File: config.mk
export PLATFORM = sky130hd
export DESIGN_NAME = stream_top
export DESIGN_NICKNAME = d
export VERILOG_FILES = /design/src/stream_pkg.sv /design/src/wb_regs_pkg.sv /design/src/lane_merger.sv /design/src/mem_to_handshake_fifo.sv /design/src/stream_lane.sv /design/src/stream_top.sv /design/src/sync_fifo.sv /design/src/wb_lane_config.sv
export SDC_FILE = /design/constraint.sdc
export NUM_CORES = 1
export LEC_CHECK = 0
export ABC_AREA = 0
export BUFFER_PORTS_ARGS = -buffer_cell sky130_fd_sc_hd__buf_2
export CORE_MARGIN = 2
export CORE_UTILIZATION = 35
export DETAILED_ROUTE_END_ITERATION = 16
export SLEW_MARGIN = 10
export SYNTH_ARGS = -nofsm -noshare
export SYNTH_HDL_FRONTEND = slang
export SYNTH_SLANG_ARGS = --single-unit
File: constraint.sdc
create_clock -name clk_i -period 4.5 [get_ports clk_i]
set_input_delay 0.9 -clock clk_i [delete_from_list [all_inputs] [get_ports clk_i]]
set_output_delay 0.9 -clock clk_i [all_outputs]
set_load 0.02 [all_outputs]
File: src/stream_pkg.sv
// Operand streamer datapath sizes
`default_nettype none

package stream_pkg;

    // Lane organisation
    localparam int NUM_LANES   = 4;
    localparam int LANE_DATA_W = 16;
    localparam int LANE_SEL_W  = $clog2(NUM_LANES);

    // Per-lane word memory
    localparam int MEM_DEPTH  = 16;
    localparam int MEM_ADDR_W = $clog2(MEM_DEPTH);

    // Per-lane read buffer, depth kept a power of two so pointers wrap freely
    localparam int FIFO_DEPTH = 4;
    localparam int FIFO_PTR_W = $clog2(FIFO_DEPTH);
    // Usage must be able to hold FIFO_DEPTH itself
    localparam int FIFO_CNT_W = $clog2(FIFO_DEPTH + 1);

    // Merged output word, lane 0 in the low bits
    localparam int MERGED_W = NUM_LANES * LANE_DATA_W;

    typedef logic [LANE_DATA_W-1:0] lane_data_t;
    typedef logic [MEM_ADDR_W-1:0]  mem_addr_t;
    typedef logic [MERGED_W-1:0]    merged_data_t;
    typedef logic [FIFO_CNT_W-1:0]  fifo_cnt_t;
    typedef logic [FIFO_PTR_W-1:0]  fifo_ptr_t;
    typedef logic [LANE_SEL_W-1:0]  lane_sel_t;

endpackage

`default_nettype wire

File: src/wb_regs_pkg.sv
// Wishbone register map
`default_nettype none

package wb_regs_pkg;

    // Bus geometry, word addressed
    localparam int WB_ADDR_W = 8;
    localparam int WB_DATA_W = 32;
    localparam int WB_SEL_W  = WB_DATA_W / 8;

    typedef logic [WB_ADDR_W-1:0] wb_addr_t;
    typedef logic [WB_DATA_W-1:0] wb_data_t;

    // Control and bound registers
    localparam wb_addr_t REG_CTRL  = 8'h00;
    localparam wb_addr_t REG_BOUND = 8'h01;

    // Control bits, flush is write-only and self clearing
    localparam int CTRL_EN_BIT    = 0;
    localparam int CTRL_FLUSH_BIT = 1;

    // Lane memory window at 0x40..0x7f
    localparam wb_addr_t MEM_WINDOW_BASE = 8'h40;
    localparam wb_addr_t MEM_WINDOW_MASK = 8'hc0;
    // Field positions inside a window address
    localparam int WIN_LANE_LSB = 4;
    localparam int WIN_WORD_LSB = 0;

endpackage

`default_nettype wire
File: src/lane_merger.sv
// Lane stream merger
`default_nettype none

module lane_merger import stream_pkg::*; (
    input  logic                 clk_i,
    input  logic                 reset_i,
    // Lane side
    input  logic [NUM_LANES-1:0] lane_valid_i,
    input  merged_data_t         lane_data_i,
    output logic [NUM_LANES-1:0] lane_ready_o,
    // Merged output
    output logic                 out_valid_o,
    output merged_data_t         out_data_o,
    input  logic                 out_ready_i
);

    logic         out_valid_q;
    merged_data_t out_data_q;
    logic         load;

    // Take a word when every lane has one and the stage is free or draining
    assign load = (&lane_valid_i) & (~out_valid_q | out_ready_i);

    // All lanes pop in the same cycle
    assign lane_ready_o = {NUM_LANES{load}};

    always_ff @(posedge clk_i) begin
        if (reset_i) begin
            out_valid_q <= 1'b0;
        end else if (load) begin
            out_valid_q <= 1'b1;
        end else if (out_ready_i) begin
            out_valid_q <= 1'b0;
        end
    end

    always_ff @(posedge clk_i) begin
        if (load) begin
            out_data_q <= lane_data_i;
        end
    end

    assign out_valid_o = out_valid_q;
    assign out_data_o  = out_data_q;

endmodule

`default_nettype wire

File: src/mem_to_handshake_fifo.sv
// Memory reader with handshake buffer
`default_nettype none

module mem_to_handshake_fifo import stream_pkg::*; (
    input  logic       clk_i,
    input  logic       reset_i,
    input  logic       en_i,
    input  logic       flush_i,
    // Last address read before wrapping, inclusive
    input  mem_addr_t  addr_upper_bound_i,
    // Memory read port
    output logic       mem_ren_o,
    output mem_addr_t  mem_raddr_o,
    input  logic       mem_rdata_valid_i,
    input  lane_data_t mem_rdata_i,
    // Downstream handshake
    input  logic       data_ready_i,
    output logic       data_valid_o,
    output lane_data_t data_o
);

    mem_addr_t raddr_q;
    mem_addr_t raddr_n;

    logic fifo_empty;
    logic fifo_almost_full;
    logic fifo_pop;

    // Stop reading once the buffer can only take the read in flight
    assign mem_ren_o   = en_i & ~fifo_almost_full & ~flush_i;
    assign mem_raddr_o = raddr_q;

    // Wrap to zero after the bound
    assign raddr_n = (raddr_q == addr_upper_bound_i) ? '0 : mem_addr_t'(raddr_q + 1'b1);

    // Data is only offered while enabled
    assign data_valid_o = en_i & ~fifo_empty;
    assign fifo_pop     = data_valid_o & data_ready_i;

    // Read address advances on every issued read
    always_ff @(posedge clk_i) begin
        if (reset_i || flush_i) begin
            raddr_q <= '0;
        end else if (mem_ren_o) begin
            raddr_q <= raddr_n;
        end
    end

    // Read data buffer, flush wins over a late push
    sync_fifo data_fifo_i (
        .clk_i         (clk_i),
        .reset_i       (reset_i),
        .flush_i       (flush_i),
        .push_i        (mem_rdata_valid_i),
        .data_i        (mem_rdata_i),
        .pop_i         (fifo_pop),
        .data_o        (data_o),
        .full_o        (),
        .empty_o       (fifo_empty),
        .almost_full_o (fifo_almost_full),
        .usage_o       ()
    );

endmodule

`default_nettype wire

File: src/stream_lane.sv
// Single operand lane
`default_nettype none

module stream_lane import stream_pkg::*; (
    input  logic       clk_i,
    input  logic       reset_i,
    input  logic       en_i,
    input  logic       flush_i,
    input  mem_addr_t  bound_i,
    // Host write port
    input  logic       mem_we_i,
    input  mem_addr_t  mem_waddr_i,
    input  lane_data_t mem_wdata_i,
    // Lane stream
    input  logic       lane_ready_i,
    output logic       lane_valid_o,
    output lane_data_t lane_data_o
);

    // Word memory, contents survive reset
    lane_data_t mem_q [MEM_DEPTH];
    lane_data_t rdata_q;
    logic       rvalid_q;

    logic      mem_ren;
    mem_addr_t mem_raddr;

    // Host write and registered read share the clock edge
    always_ff @(posedge clk_i) begin
        if (mem_we_i) begin
            mem_q[mem_waddr_i] <= mem_wdata_i;
        end
        if (mem_ren) begin
            rdata_q <= mem_q[mem_raddr];
        end
    end

    // Valid trails the read enable by one cycle
    always_ff @(posedge clk_i) begin
        if (reset_i) begin
            rvalid_q <= 1'b0;
        end else begin
            rvalid_q <= mem_ren;
        end
    end

    mem_to_handshake_fifo reader_i (
        .clk_i              (clk_i),
        .reset_i            (reset_i),
        .en_i               (en_i),
        .flush_i            (flush_i),
        .addr_upper_bound_i (bound_i),
        .mem_ren_o          (mem_ren),
        .mem_raddr_o        (mem_raddr),
        .mem_rdata_valid_i  (rvalid_q),
        .mem_rdata_i        (rdata_q),
        .data_ready_i       (lane_ready_i),
        .data_valid_o       (lane_valid_o),
        .data_o             (lane_data_o)
    );

endmodule

`default_nettype wire

File: src/stream_top.sv
// Multi-lane operand streamer top
`default_nettype none

module stream_top import stream_pkg::*; import wb_regs_pkg::*; (
    input  logic                clk_i,
    input  logic                reset_i,
    // Wishbone classic slave
    input  logic                wb_cyc_i,
    input  logic                wb_stb_i,
    input  logic                wb_we_i,
    input  wb_addr_t            wb_adr_i,
    input  wb_data_t            wb_dat_i,
    input  logic [WB_SEL_W-1:0] wb_sel_i,
    output wb_data_t            wb_dat_o,
    output logic                wb_ack_o,
    // Merged operand stream
    output logic                out_valid_o,
    output merged_data_t        out_data_o,
    input  logic                out_ready_i
);

    // Config to lanes
    logic       stream_en;
    logic       flush;
    mem_addr_t  bound;
    logic       mem_we;
    lane_sel_t  mem_lane;
    mem_addr_t  mem_waddr;
    lane_data_t mem_wdata;

    // Lanes to merger
    logic [NUM_LANES-1:0] lane_valid;
    logic [NUM_LANES-1:0] lane_ready;
    merged_data_t         lane_data;

    wb_lane_config config_i (
        .clk_i       (clk_i),
        .reset_i     (reset_i),
        .wb_cyc_i    (wb_cyc_i),
        .wb_stb_i    (wb_stb_i),
        .wb_we_i     (wb_we_i),
        .wb_adr_i    (wb_adr_i),
        .wb_dat_i    (wb_dat_i),
        .wb_sel_i    (wb_sel_i),
        .wb_dat_o    (wb_dat_o),
        .wb_ack_o    (wb_ack_o),
        .stream_en_o (stream_en),
        .flush_o     (flush),
        .bound_o     (bound),
        .mem_we_o    (mem_we),
        .mem_lane_o  (mem_lane),
        .mem_waddr_o (mem_waddr),
        .mem_wdata_o (mem_wdata)
    );

    // One lane per slice of the merged word, write strobe decoded by index
    for (genvar g = 0; g < NUM_LANES; g++) begin : gen_lane
        stream_lane lane_i (
            .clk_i        (clk_i),
            .reset_i      (reset_i),
            .en_i         (stream_en),
            .flush_i      (flush),
            .bound_i      (bound),
            .mem_we_i     (mem_we && (mem_lane == lane_sel_t'(g))),
            .mem_waddr_i  (mem_waddr),
            .mem_wdata_i  (mem_wdata),
            .lane_ready_i (lane_ready[g]),
            .lane_valid_o (lane_valid[g]),
            .lane_data_o  (lane_data[g*LANE_DATA_W +: LANE_DATA_W])
        );
    end

    lane_merger merger_i (
        .clk_i        (clk_i),
        .reset_i      (reset_i),
        .lane_valid_i (lane_valid),
        .lane_data_i  (lane_data),
        .lane_ready_o (lane_ready),
        .out_valid_o  (out_valid_o),
        .out_data_o   (out_data_o),
        .out_ready_i  (out_ready_i)
    );

endmodule

`default_nettype wire

File: src/sync_fifo.sv
// Synchronous lane FIFO
`default_nettype none

module sync_fifo import stream_pkg::*; (
    input  logic       clk_i,
    input  logic       reset_i,
    input  logic       flush_i,
    // Write side
    input  logic       push_i,
    input  lane_data_t data_i,
    // Read side
    input  logic       pop_i,
    output lane_data_t data_o,
    // Status
    output logic       full_o,
    output logic       empty_o,
    output logic       almost_full_o,
    output fifo_cnt_t  usage_o
);

    // Storage array, payload only
    lane_data_t mem_q [FIFO_DEPTH];

    fifo_ptr_t wr_ptr_q;
    fifo_ptr_t rd_ptr_q;
    fifo_cnt_t cnt_q;

    logic do_push;
    logic do_pop;

    // Status flags from the usage count
    assign full_o        = (cnt_q == fifo_cnt_t'(FIFO_DEPTH));
    assign empty_o       = (cnt_q == '0);
    // Leaves room for one read already in flight
    assign almost_full_o = (cnt_q >= fifo_cnt_t'(FIFO_DEPTH - 1));
    assign usage_o       = cnt_q;

    // Overflow and underflow requests are dropped
    assign do_push = push_i & ~full_o;
    assign do_pop  = pop_i & ~empty_o;

    // Head comes straight out of the register array, no bypass from data_i
    assign data_o = mem_q[rd_ptr_q];

    always_ff @(posedge clk_i) begin
        if (do_push) begin
            mem_q[wr_ptr_q] <= data_i;
        end
    end

    // Pointers and count, flush behaves like reset
    always_ff @(posedge clk_i) begin
        if (reset_i || flush_i) begin
            wr_ptr_q <= '0;
            rd_ptr_q <= '0;
            cnt_q    <= '0;
        end else begin
            // Pointers wrap on their own since depth is a power of two
            if (do_push) begin
                wr_ptr_q <= wr_ptr_q + 1'b1;
            end
            if (do_pop) begin
                rd_ptr_q <= rd_ptr_q + 1'b1;
            end
            // Simultaneous push and pop leaves the count alone
            case ({do_push, do_pop})
                2'b10:   cnt_q <= cnt_q + 1'b1;
                2'b01:   cnt_q <= cnt_q - 1'b1;
                default: cnt_q <= cnt_q;
            endcase
        end
    end

endmodule

`default_nettype wire

File: src/wb_lane_config.sv
// Wishbone control and memory loader
`default_nettype none

module wb_lane_config import stream_pkg::*; import wb_regs_pkg::*; (
    input  logic                clk_i,
    input  logic                reset_i,
    // Wishbone classic slave
    input  logic                wb_cyc_i,
    input  logic                wb_stb_i,
    input  logic                wb_we_i,
    input  wb_addr_t            wb_adr_i,
    input  wb_data_t            wb_dat_i,
    input  logic [WB_SEL_W-1:0] wb_sel_i,
    output wb_data_t            wb_dat_o,
    output logic                wb_ack_o,
    // Lane control
    output logic                stream_en_o,
    output logic                flush_o,
    output mem_addr_t           bound_o,
    // Lane memory write
    output logic                mem_we_o,
    output lane_sel_t           mem_lane_o,
    output mem_addr_t           mem_waddr_o,
    output lane_data_t          mem_wdata_o
);

    logic      ack_q;
    logic      en_q;
    logic      flush_q;
    mem_addr_t bound_q;
    wb_data_t  rdata_q;
    wb_data_t  rdata;

    logic req;
    logic commit_wr;
    logic win_hit;

    // New request only while no ack is pending
    assign req = wb_cyc_i & wb_stb_i & ~ack_q;

    // Writes commit in the ack cycle, master still holds the request there
    // Byte lanes only matter as a whole
    assign commit_wr = ack_q & wb_cyc_i & wb_stb_i & wb_we_i & (|wb_sel_i);

    assign win_hit = ((wb_adr_i & MEM_WINDOW_MASK) == MEM_WINDOW_BASE);

    // Read mux, window and holes read back as zero
    always_comb begin
        rdata = '0;
        if (wb_adr_i == REG_CTRL) begin
            // Flush bit always reads 0
            rdata[CTRL_EN_BIT] = en_q;
        end else if (wb_adr_i == REG_BOUND) begin
            rdata[MEM_ADDR_W-1:0] = bound_q;
        end
    end

    // Single cycle ack
    always_ff @(posedge clk_i) begin
        if (reset_i) begin
            ack_q <= 1'b0;
        end else begin
            ack_q <= req;
        end
    end

    // Read data captured with the request
    always_ff @(posedge clk_i) begin
        if (req) begin
            rdata_q <= rdata;
        end
    end

    // Control and bound registers
    always_ff @(posedge clk_i) begin
        if (reset_i) begin
            en_q    <= 1'b0;
            flush_q <= 1'b0;
            bound_q <= '0;
        end else begin
            // Flush only lasts one cycle
            flush_q <= commit_wr & (wb_adr_i == REG_CTRL) & wb_dat_i[CTRL_FLUSH_BIT];
            if (commit_wr && (wb_adr_i == REG_CTRL)) begin
                en_q <= wb_dat_i[CTRL_EN_BIT];
            end
            if (commit_wr && (wb_adr_i == REG_BOUND)) begin
                bound_q <= wb_dat_i[MEM_ADDR_W-1:0];
            end
        end
    end

    assign wb_ack_o    = ack_q;
    assign wb_dat_o    = rdata_q;
    assign stream_en_o = en_q;
    assign flush_o     = flush_q;
    assign bound_o     = bound_q;

    // Memory window write goes straight to the selected lane
    assign mem_we_o    = commit_wr & win_hit;
    assign mem_lane_o  = wb_adr_i[WIN_LANE_LSB +: LANE_SEL_W];
    assign mem_waddr_o = wb_adr_i[WIN_WORD_LSB +: MEM_ADDR_W];
    assign mem_wdata_o = wb_dat_i[LANE_DATA_W-1:0];

endmodule

`default_nettype wire

* Word-level counts from Yosys, hierarchy flattened
Memory sizes are Yosys's and may differ from the RTL's. A register that Yosys moved wholly into a read port is not among the register bits. Cells that the tools add are included.
Storage, ports and cells: memories kept 8, bits of input ports 50, bits in latches 0, bits in read-only memories 0, bits in writable memories 1280, register bits after elaboration 60
Memory list:
- gen_lane[0].lane_i.mem_q | depth 16, bits a word 16, read ports 1, clocked after Yosys merged registers in 1, wr ports 1, RTL line stream_lane.sv:21 | lane_data_t mem_q [MEM_DEPTH];
- gen_lane[1].lane_i.mem_q | depth 16, bits a word 16, read ports 1, clocked after Yosys merged registers in 1, wr ports 1, RTL line stream_lane.sv:21
- gen_lane[2].lane_i.mem_q | depth 16, bits a word 16, read ports 1, clocked after Yosys merged registers in 1, wr ports 1, RTL line stream_lane.sv:21
- gen_lane[3].lane_i.mem_q | depth 16, bits a word 16, read ports 1, clocked after Yosys merged registers in 1, wr ports 1, RTL line stream_lane.sv:21
- gen_lane[0].lane_i.reader_i.data_fifo_i.mem_q | depth 4, bits a word 16, read ports 1, clocked after Yosys merged registers in 1, wr ports 1, RTL line sync_fifo.sv:22 | lane_data_t mem_q [FIFO_DEPTH];
- gen_lane[1].lane_i.reader_i.data_fifo_i.mem_q | depth 4, bits a word 16, read ports 1, clocked after Yosys merged registers in 1, wr ports 1, RTL line sync_fifo.sv:22
- 2 more memories
Cells by class: add/subtract/negate cells 20, eq/ne operators 21, divide/modulo/power cells 0, muxes and demuxes 28, reduce and logical (&&, ||, !) cells 21, shift operators 0, multiply operators 0, magnitude comparators 4, bitwise operators 51
Operators with widths (count):
- bitwise AND 1 bit | 34
- one-hot mux 3 bit (2 select lines) | 4
- two-way mux 1 bit | 20
- adder 2 x 1 -> 2 bit, second input constant | 8
- adder 4 x 1 -> 4 bit, second input constant | 4
- == test 4 bit | 4
- two-way mux 4 bit | 4
- inverter 1 bit | 16
- adder 3 x 1 -> 3 bit, second input constant | 4
- == test 2 x 1 -> 1 bit, second input constant | 6
- == test 2 bit, second input constant | 6
- == test 3 bit, second input constant | 4
- greater-or-equal comparator 3 x 2 -> 1 bit, second input constant | 4
- zero test 3 bit | 4
- subtractor 3 x 1 -> 3 bit, second input constant | 4
- nonzero test 2 bit | 5
- == test 8 x 1 -> 1 bit, second input constant | 1
- zero test 8 bit | 1
- logical AND 1 bit | 6
- AND reduction 4 bit | 1
- OR reduction 4 bit | 1
- zero test 2 bit | 1
- OR reduction 2 bit | 1
- logical OR 1 bit | 1
- bitwise OR 1 bit | 1

* Longest topological paths before layout
Gate-level depths: netlist (run 1).
depth after elaboration 9, gate-level depth with buffers 10, mapped depth without buffers 9

* By module
Synthesis (run 1) repeated with hierarchy kept, for this count alone.
Second synthesis, totals: cells, all modules 2599, area, all modules 56180.1 µm²
Modules (own cells, without submodules):
- stream_lane (gen_lane[1].lane_i ...) | times used 3, sequential area each 8187.9 µm², cells an instance 434, area an instance 10228.6 µm²
- sync_fifo | times used 4, sequential area each 2102.0 µm², cells an instance 141, area an instance 2811.4 µm²
- stream_lane (gen_lane[0].lane_i) | times used 1, sequential area each 8187.9 µm², cells an instance 434, area an instance 10229.8 µm²
- lane_merger | times used 1, sequential area each 1941.9 µm², cells an instance 73, area an instance 2003.2 µm²
- mem_to_handshake_fifo | times used 4, sequential area each 80.1 µm², cells an instance 31, area an instance 270.3 µm²
- wb_lane_config | times used 1, sequential area each 260.2 µm², cells an instance 98, area an instance 897.1 µm²
- stream_top | times used 1, sequential area each 0.0 µm², cells an instance 4, area an instance 37.5 µm²

* Least setup slack after synthesis (run 1)
OpenSTA, ideal clock, no wires.
path type register to register, start point register gen_lane[2].lane_i.reader_i.data_fifo_i.cnt_q[0], end point register merger_i.out_data_q[0], in the netlist merger_i.out_data_o[0], read port of gen_lane[0].lane_i.reader_i.data_fifo_i.mem_q, enable pin, arrival time 3.938 ns, buffers on the path 1, library setup time 0.487 ns, path slack 0.075 ns, stages on the path, launching flop included 5, clock period less this slack 4.425 ns, path through dfxtp_1 > nor3_1 > or4_1 > clkbuf_1 > nor2_1
Between the ends: word-level cells in the longest chain between the ends 5
RTL lines:
- start: declaration | RTL line sync_fifo.sv:26 | fifo_cnt_t cnt_q;
- start signal: assignment | RTL line sync_fifo.sv:67 | 2'b10: cnt_q <= cnt_q + 1'b1;
- start signal: assignment | RTL line sync_fifo.sv:68 | 2'b01: cnt_q <= cnt_q - 1'b1;
- start signal: assignment | RTL line sync_fifo.sv:69 | default: cnt_q <= cnt_q;
- zero test 3 bit | RTL line sync_fifo.sv:33 | assign empty_o = (cnt_q == '0);
- inverter 1 bit | RTL line mem_to_handshake_fifo.sv:37 | assign data_valid_o = en_i & ~fifo_empty;
- bitwise AND 1 bit | RTL line mem_to_handshake_fifo.sv:37
- AND reduction 4 bit | RTL line lane_merger.sv:22 | assign load = (&lane_valid_i) & (~out_valid_q | out_ready_i);
- bitwise AND 1 bit | RTL line lane_merger.sv:22
- named net gen_lane[0].lane_i.lane_ready_i | RTL line stream_lane.sv:15 | input logic lane_ready_i,
- end: declaration | RTL line lane_merger.sv:18 | merged_data_t out_data_q;
The timed path passes the listed nets, and every way through them passes these cells. A chain may end at the register's enable or synchronous reset.

* Final worst setup path (run 1)
start point register config_i.en_q, in the netlist config_i.stream_en_o, end point register gen_lane[1].lane_i.reader_i.data_fifo_i.cnt_q[2]
Between the ends: word-level cells in the longest chain between the ends 7, elaborated cells between the ends (all ways) 12
RTL lines:
- start: declaration | RTL line wb_lane_config.sv:28 | logic en_q;
- start signal: assignment | RTL line wb_lane_config.sv:84 | en_q <= wb_dat_i[CTRL_EN_BIT];
- bitwise AND 1 bit | RTL line mem_to_handshake_fifo.sv:37
- AND reduction 4 bit | RTL line lane_merger.sv:22
- bitwise AND 1 bit | RTL line lane_merger.sv:22
- bitwise AND 1 bit * | RTL line mem_to_handshake_fifo.sv:38 | assign fifo_pop = data_valid_o & data_ready_i;
- bitwise AND 1 bit * | RTL line sync_fifo.sv:40 | assign do_pop = pop_i & ~empty_o;
- named net gen_lane[1].lane_i.reader_i.data_fifo_i.do_pop | RTL line sync_fifo.sv:29 | logic do_pop;
- == test 2 x 1 -> 1 bit / == test 2 bit (equally long branches) | RTL line sync_fifo.sv:66 | case ({do_push, do_pop})
- one-hot mux 3 bit (2 select lines) / nonzero test 2 bit (equally long branches)
- end signal: assignment | RTL line sync_fifo.sv:67
- end signal: assignment | RTL line sync_fifo.sv:68
- end signal: assignment | RTL line sync_fifo.sv:69
- end: declaration | RTL line sync_fifo.sv:26
Mark *: on every way through the listed nets, which the timed path passes. The rest lies on a longest branch.

==> metrics.yaml, run 1 <==
clkTransAtPathRegs_ns: 0.06
initial_core_util: 0.352
setup_tns_ns: 0
htreeDepth: 4
min_from: "wb_cyc_i"
nNetsFinal: 3110
die_y_um: 404
p_per_area_nw_per_um2: 425
syn_area_per_cell_um2: 19.9
cts_root_buffer: "clkbuf_16"
finalSetupViolCount: 0
worst-slew-pin-transition_ns: 1.24
drv_slew: 0
synthTopCellsByCount: "1412 x edfxtp_1, 251 x mux2i_1, 202 x mux4_2"
synth_ff_type: "edfxtp_1"
wl_per_cell_um: 24.0
synth_area_leaders: "edfxtp_1 76%, mux4_2 8.1%, mux2i_1 4.5%"
grt_pass1_wl_mm: 180
ys_warn_count: 0
critPathRequiredTime_ns: 5.21
chipWidth_um: 404
ff2ff_setup_slack_ns: 1.39
drive_gt1_frac: 0.225
start_kind: "flip-flop"
synthesis.area_um2: 55900
path_max_fanout: 14
cts_resized: 0
worstPathArrival_ns: 3.82
dp_hpwl_mm: 75.8
clk_latency_ns: 0.78
num_rows: 146
outcome: "finished clean"
drc: 0
ant_nets: 0
fin_worst_skew_ns: 0.0262
yosysTopAreaCell: "edfxtp_1"
cts_buffers: 148
hold_buffers: 0
synth-seq-area-share: 0.779
n_antenna_cell: 0
min_period_ns: 3.11
end_kind: "flip-flop"
drtPass1Iterations: 5
antenna_found_initial: 4
min_to: "config_i.wb_ack_o"
max_freq_ghz: 0.321
grt_pass1_vias: 26600
grt_max_degree: 75
gr-usage-all-layers: 0.152
cts_buffer_depth: 3
p_total_mw: 27.2
crit_type: "flip-flop to flip-flop"
yosysTopAreaCellShare: 0.759
post-cts-setup-buffers: 0
hp-class: "input pin to flip-flop"
io_buffers: 103
fin_crit_sh: 0.692
cts_sinks: 1468
syn_inst: 2804
irDropWorstVdd_mv: 0.406
rsz0062_at_grt: "no"
r2r_cells: 9
avgViaCountPerCell: 5.08
finalHoldViolCount: 0
synth_edf_count: 1412
drt_iter0_markers: 2817
maxSlewHeadroom: 0.173
timing.rr.start: "config_i.stream_en_o"
overflow: 0
ys_seq_elements: 1468
p_leak_nw: 19.4
area_growth_pct: 14.6
coreArea_um2: 159000
synth.distinct_cells: 49
tritoncts: "yes"
max_cap_viol_count: 0
synth_most_common_cell: "edfxtp_1"
synthArstFlopShare: 0
finalWirelength_mm: 125
num_vias: 26500
place_congestion: 0.762
dieArea_um2: 163000
ios: 148
whs_path_depth: 3
-- registers in the layout, indices dropped and copies added (netlist names), 4 cells and up --
register                                       count
config_i.bound_o                                   4
gen_lane.lane_i.rdata_q                           64
merger_i.out_data_o                               64
gen_lane.lane_i.reader_i.data_fifo_i.rd_ptr_q      8
gen_lane.lane_i.reader_i.data_fifo_i.mem_q       256
gen_lane.lane_i.reader_i.mem_raddr_o              16
gen_lane.lane_i.reader_i.data_fifo_i.wr_ptr_q      8
gen_lane.lane_i.mem_q                           1024
config_i.wb_dat_o                                  4
gen_lane.lane_i.reader_i.data_fifo_i.usage_o      12
gen_lane.lane_i.rvalid_q                           4
-- through the flow --
| step | cells | utilization | cell area, um^2 | setup slack [ns] | hold slack (ns) |
|---|---|---|---|---|---|
| after floorplan | 2831 | - | 56000 | 0.0753 | 0.459 |
| after global placement | 4954 | 0.374 | 59300 | 1.40 | 0.464 |
| after detailed placement | 4954 | 0.374 | 59300 | 1.33 | 0.459 |
| after CTS | 5225 | 0.404 | 64100 | 1.39 | 0.307 |
| after global routing | 5225 | 0.404 | 64100 | 1.18 | 0.363 |
| final | 5225 | 0.404 | 64100 | 1.39 | 0.376 |
-- metal layers --
metal / up-vias / global-route usage / part of all wire
met3: 178 / 0.0330 / 0.070
met2: 867 / 0.227 / 0.45
li1: 11700 / - / -
met1: 13800 / 0.223 / 0.46
met4: 2 / 0.0477 / 0.024
met5: - / 0 / 0.00010
-- area by class of cell --
class | instances | area [um^2]
timing repair buffer | 229 | 1510
sequential | 1468 | 43500
clock inverter | 84 | 836
fill | 14000 | 94500
clock buffer | 187 | 3900
tap | 2072 | 2590
inverter | 52 | 195
multi-input combinational | 1133 | 11500
-- power by group --
| part | leakage (nW) | switching [mW] | internal, mW |
|---|---|---|---|
| registers | 13.1 | 0.000840 | 14.9 |
| logic | 3.98 | 0.272 | 0.0279 |
| clock network | 2.31 | 5.18 | 6.84 |
-- worst max path at each step --
stage	from	end	slack, ns
floorplan	flip-flop	merger_i.out_data_o[0]	0.08
global placement	wb_sel_i[1]	gen_lane[3].lane_i.mem_q[3][11]	1.40
detailed placement	wb_sel_i[1]	gen_lane[3].lane_i.mem_q[3][9]	1.33
CTS	config_i.stream_en_o	flip-flop	1.39
global route	config_i.stream_en_o	flip-flop	1.18
finish	config_i.stream_en_o	flip-flop	1.39
-- cells in the final DEF (no fill, tap or decap), drive strengths merged, types with 22 or more instances in the layout --
master | netlist | routed
edfxtp | 1412 | 1412
buf | 109 | 229
a21oi | 34 | 34
mux2 | 32 | 32
nand3 | 70 | 70
a22oi | 96 | 96
ha | 24 | 24
nor2 | 125 | 125
mux4 | 202 | 202
clkinv | 0 | 59
conb | 1 | 28
mux2i | 251 | 251
clkbuf | 69 | 187
inv | 52 | 61
o21ai | 58 | 58
and2 | 22 | 22
nand2 | 32 | 32
dfxtp | 56 | 56
-- cell families after synthesis --
group	synth area share
buf+inv	0.0188
simple gates	0.0270
flops	0.779
other cells	0.0000671
xor+xnor	0.00627
fa+ha+maj	0.00681
mux	0.133
compound gates	0.0294
-- critical path: stages, from the launching register on --
cell and delay (ns):
dfxtp_1 0.56, o31ai_1 0.19, or4_1 0.80, nor2_1 0.21
ha_1 0.21, inv_1 0.06, fa_1 0.38, xor2_1 0.16
or3_1 0.32, a21oi_1 0.14
Power figures use the tool's default switching activity.
==> run 2, diff against run 1 <==
==> constraint.sdc (replaced) <==
create_clock -name clk_i -period 2.78 [get_ports clk_i]
set_input_delay 0.556 -clock clk_i [delete_from_list [all_inputs] [get_ports clk_i]]
set_output_delay 0.556 -clock clk_i [all_outputs]
set_load 0.02 [all_outputs]
==> run 2 against run 1 <==
Critical path type unchanged. Sequential share of layout area decreased by 1.6 points. Non-clock buffer count increased by 74. Global-route usage decreased by 0.20 points. Clock power increased by 68%. Hold slack got worse by 0.27 ns. Largest power group unchanged. Largest cell class unchanged.
==> metrics.yaml, run 2 (synthesis results as in run 1) <==
fin_worst_skew_ns: 0.0369  # was 0.0262 ns
whs_path_depth: 2  # was 3
path_max_fanout: 11  # was 14
outcome: "finished clean"  # unchanged
final_cell_mix: "1412 x edfxtp_1, 251 x mux2i_1, 202 x mux4_2"  # unchanged
setup_tns_ns: 0  # unchanged
layout.cells.most_common: "edfxtp_1"  # unchanged
cts_root_buffer: "clkbuf_16"  # unchanged
finalWirelength_mm: 123  # was 125 mm
p_per_area_nw_per_um2: 681  # was 425 nW/um^2
tritoncts: "yes"  # unchanged
start_kind: "flip-flop"  # unchanged
finalHoldViolCount: 0  # unchanged
max_freq_ghz: 0.384  # was 0.321 GHz
dp_hpwl_mm: 75.9  # was 75.8 mm
htreeDepth: 4  # unchanged
gr-usage-all-layers: 0.150  # was 0.152
chipWidth_um: 404  # unchanged
clkTransAtPathRegs_ns: 0.06  # about the same
min_from: "reset_i"  # was wb_cyc_i
drt_iter0_markers: 2514  # was 2817
crit_type: "flip-flop to flip-flop"  # unchanged
avgViaCountPerCell: 5.05  # was 5.08
dpl_cell_area_um2: 60700  # was 59300 um^2
cts_sinks: 1468  # unchanged
cts_buffers: 152  # was 148
nNetsFinal: 3188  # was 3110
coreArea_um2: 159000  # unchanged
largest_reg_flops: 1024  # unchanged
wl_per_cell_um: 23.2  # was 24.0 um
io_buffers: 103  # unchanged
final_area_um2: 65700  # was 64100 um^2
largestRegisters: "gen_lane.lane_i.mem_q x1024, gen_lane.lane_i.reader_i.data_fifo_i.mem_q x256"  # unchanged
worst-slew-pin-transition_ns: 1.16  # was 1.24 ns
ant_nets: 0  # unchanged
num_vias: 26800  # was 26.5k
grt_pass1_wl_mm: 181  # was 180 mm
min_period_ns: 2.61  # was 3.11 ns
die_y_um: 404  # unchanged
irDropWorstVdd_mv: 0.501  # was 0.406 mV
finalSetupViolCount: 0  # unchanged
ff2ff_setup_slack_ns: 0.17  # was 1.39 ns
drtPass1Iterations: 5  # unchanged
place_congestion: 0.811  # was 0.762
dieArea_um2: 163000  # unchanged
end_kind: "flip-flop"  # unchanged
fin_crit_sh: 0.937  # was 0.692
num_rows: 146  # unchanged
fin_ws_ns: 0.175  # was 1.39 ns
p_total_mw: 44.7  # was 27.2 mW
grt_pass1_vias: 27200  # was 26.6k
critPathRequiredTime_ns: 3.49  # was 5.21 ns
regMostFlops: "gen_lane.lane_i.mem_q"  # unchanged
max_cap_viol_count: 0  # unchanged
p_leak_nw: 20.1  # was 19.4 nW
initial_core_util: 0.352  # unchanged
drc: 0  # unchanged
worstPathArrival_ns: 3.31  # was 3.82 ns
grt_max_degree: 65  # was 75
antenna_found_initial: 8  # was 4
r2r_cells: 10  # was 9
drive_gt1_frac: 0.243  # was 0.225
maxSlewHeadroom: 0.224  # was 0.173
clk_latency_ns: 0.79  # was 0.78 ns
cts_buffer_depth: 3  # unchanged
drv_slew: 0  # unchanged
area_growth_pct: 17.5  # was 14.6%
ios: 148  # unchanged
hp-class: "input pin to flip-flop"  # unchanged
pre_cts_ws_ns: 0.117  # was 1.33 ns
hold_slack_ns: 0.104  # was 0.376 ns
overflow: 0  # unchanged
rsz0062_at_grt: "no"  # unchanged
run 2: cell types whose count changed in the layout (fill, tap and decap cells not counted), sizes merged:
cell | previous run | this run
buf | 229 | 301
clkbuf | 187 | 192
clkinvlp | 5 | 10
bufinv | 11 | 14
inv | 61 | 58
diode | 0 | 2
dlygate4sd3 | 0 | 2
run 2: cell type report:
class	instances	area, um^2
diodes	2	5.00
clock buffers	192	3950
clock inverters	89	1010
fillers	13800	92900
inverters	52	195
multi-input cells	1133	11500
flip-flops and latches	1468	43600
well taps	2072	2590
repair buffers	303	2880
run 2: critical path, cell delays in order (launching register included):
cell,delay [ns]
dfxtp_2,0.35
nor3_1,0.09
or4_1,0.54
buf_6,0.18
nor2_1,0.10
ha_1,0.19
inv_1,0.06
fa_1,0.37
xor2_1,0.16
or3_1,0.32
a21oi_1,0.15
run 2: how the worst min path moves through the flow:
stage | endpoint | slack (ns)
after CTS | gen_lane[0].lane_i.rvalid_q | 0.04
after global routing | gen_lane[2].lane_i.mem_q[6][8] | 0.09
final | gen_lane[0].lane_i.rvalid_q | 0.10
after detailed placement | config_i.wb_ack_o | 0.46
after floorplan | flip-flop | 0.46
after global placement | config_i.wb_ack_o | 0.46
run 2: where the power goes:
| part | switching (mW) | internal, mW | total (mW) |
|---|---|---|---|
| clock | 8.57 | 11.5 | 20.1 |
| sequential | 0.00136 | 24.1 | 24.1 |
| combinational | 0.408 | 0.0782 | 0.486 |
run 2: per-stage QoR:
step	utilization	instances
after floorplan	-	2831
after global placement	0.383	5026
after detailed placement	0.383	5026
after CTS	0.414	5309
after global routing	0.414	5309
final	0.414	5311
run 2: repair_timing:
action | 4_1_cts | 5_1_grt
setup buffers | 0 | 0
resized for setup | 0 | 8
hold buffers | 2 | 0
hold endpoints to repair | 1 | 0
endpoints found under the setup margin | 0 | 3
run 2: metal layers:
metal / GRT usage / wire length [um] / vias up
met5: 0 / 13 / -
met4: 0.0355 / 1980 / 2
met3: 0.0283 / 7140 / 148
met2: 0.234 / 57500 / 785
met1: 0.219 / 56800 / 14000
li1: - / - / 11900
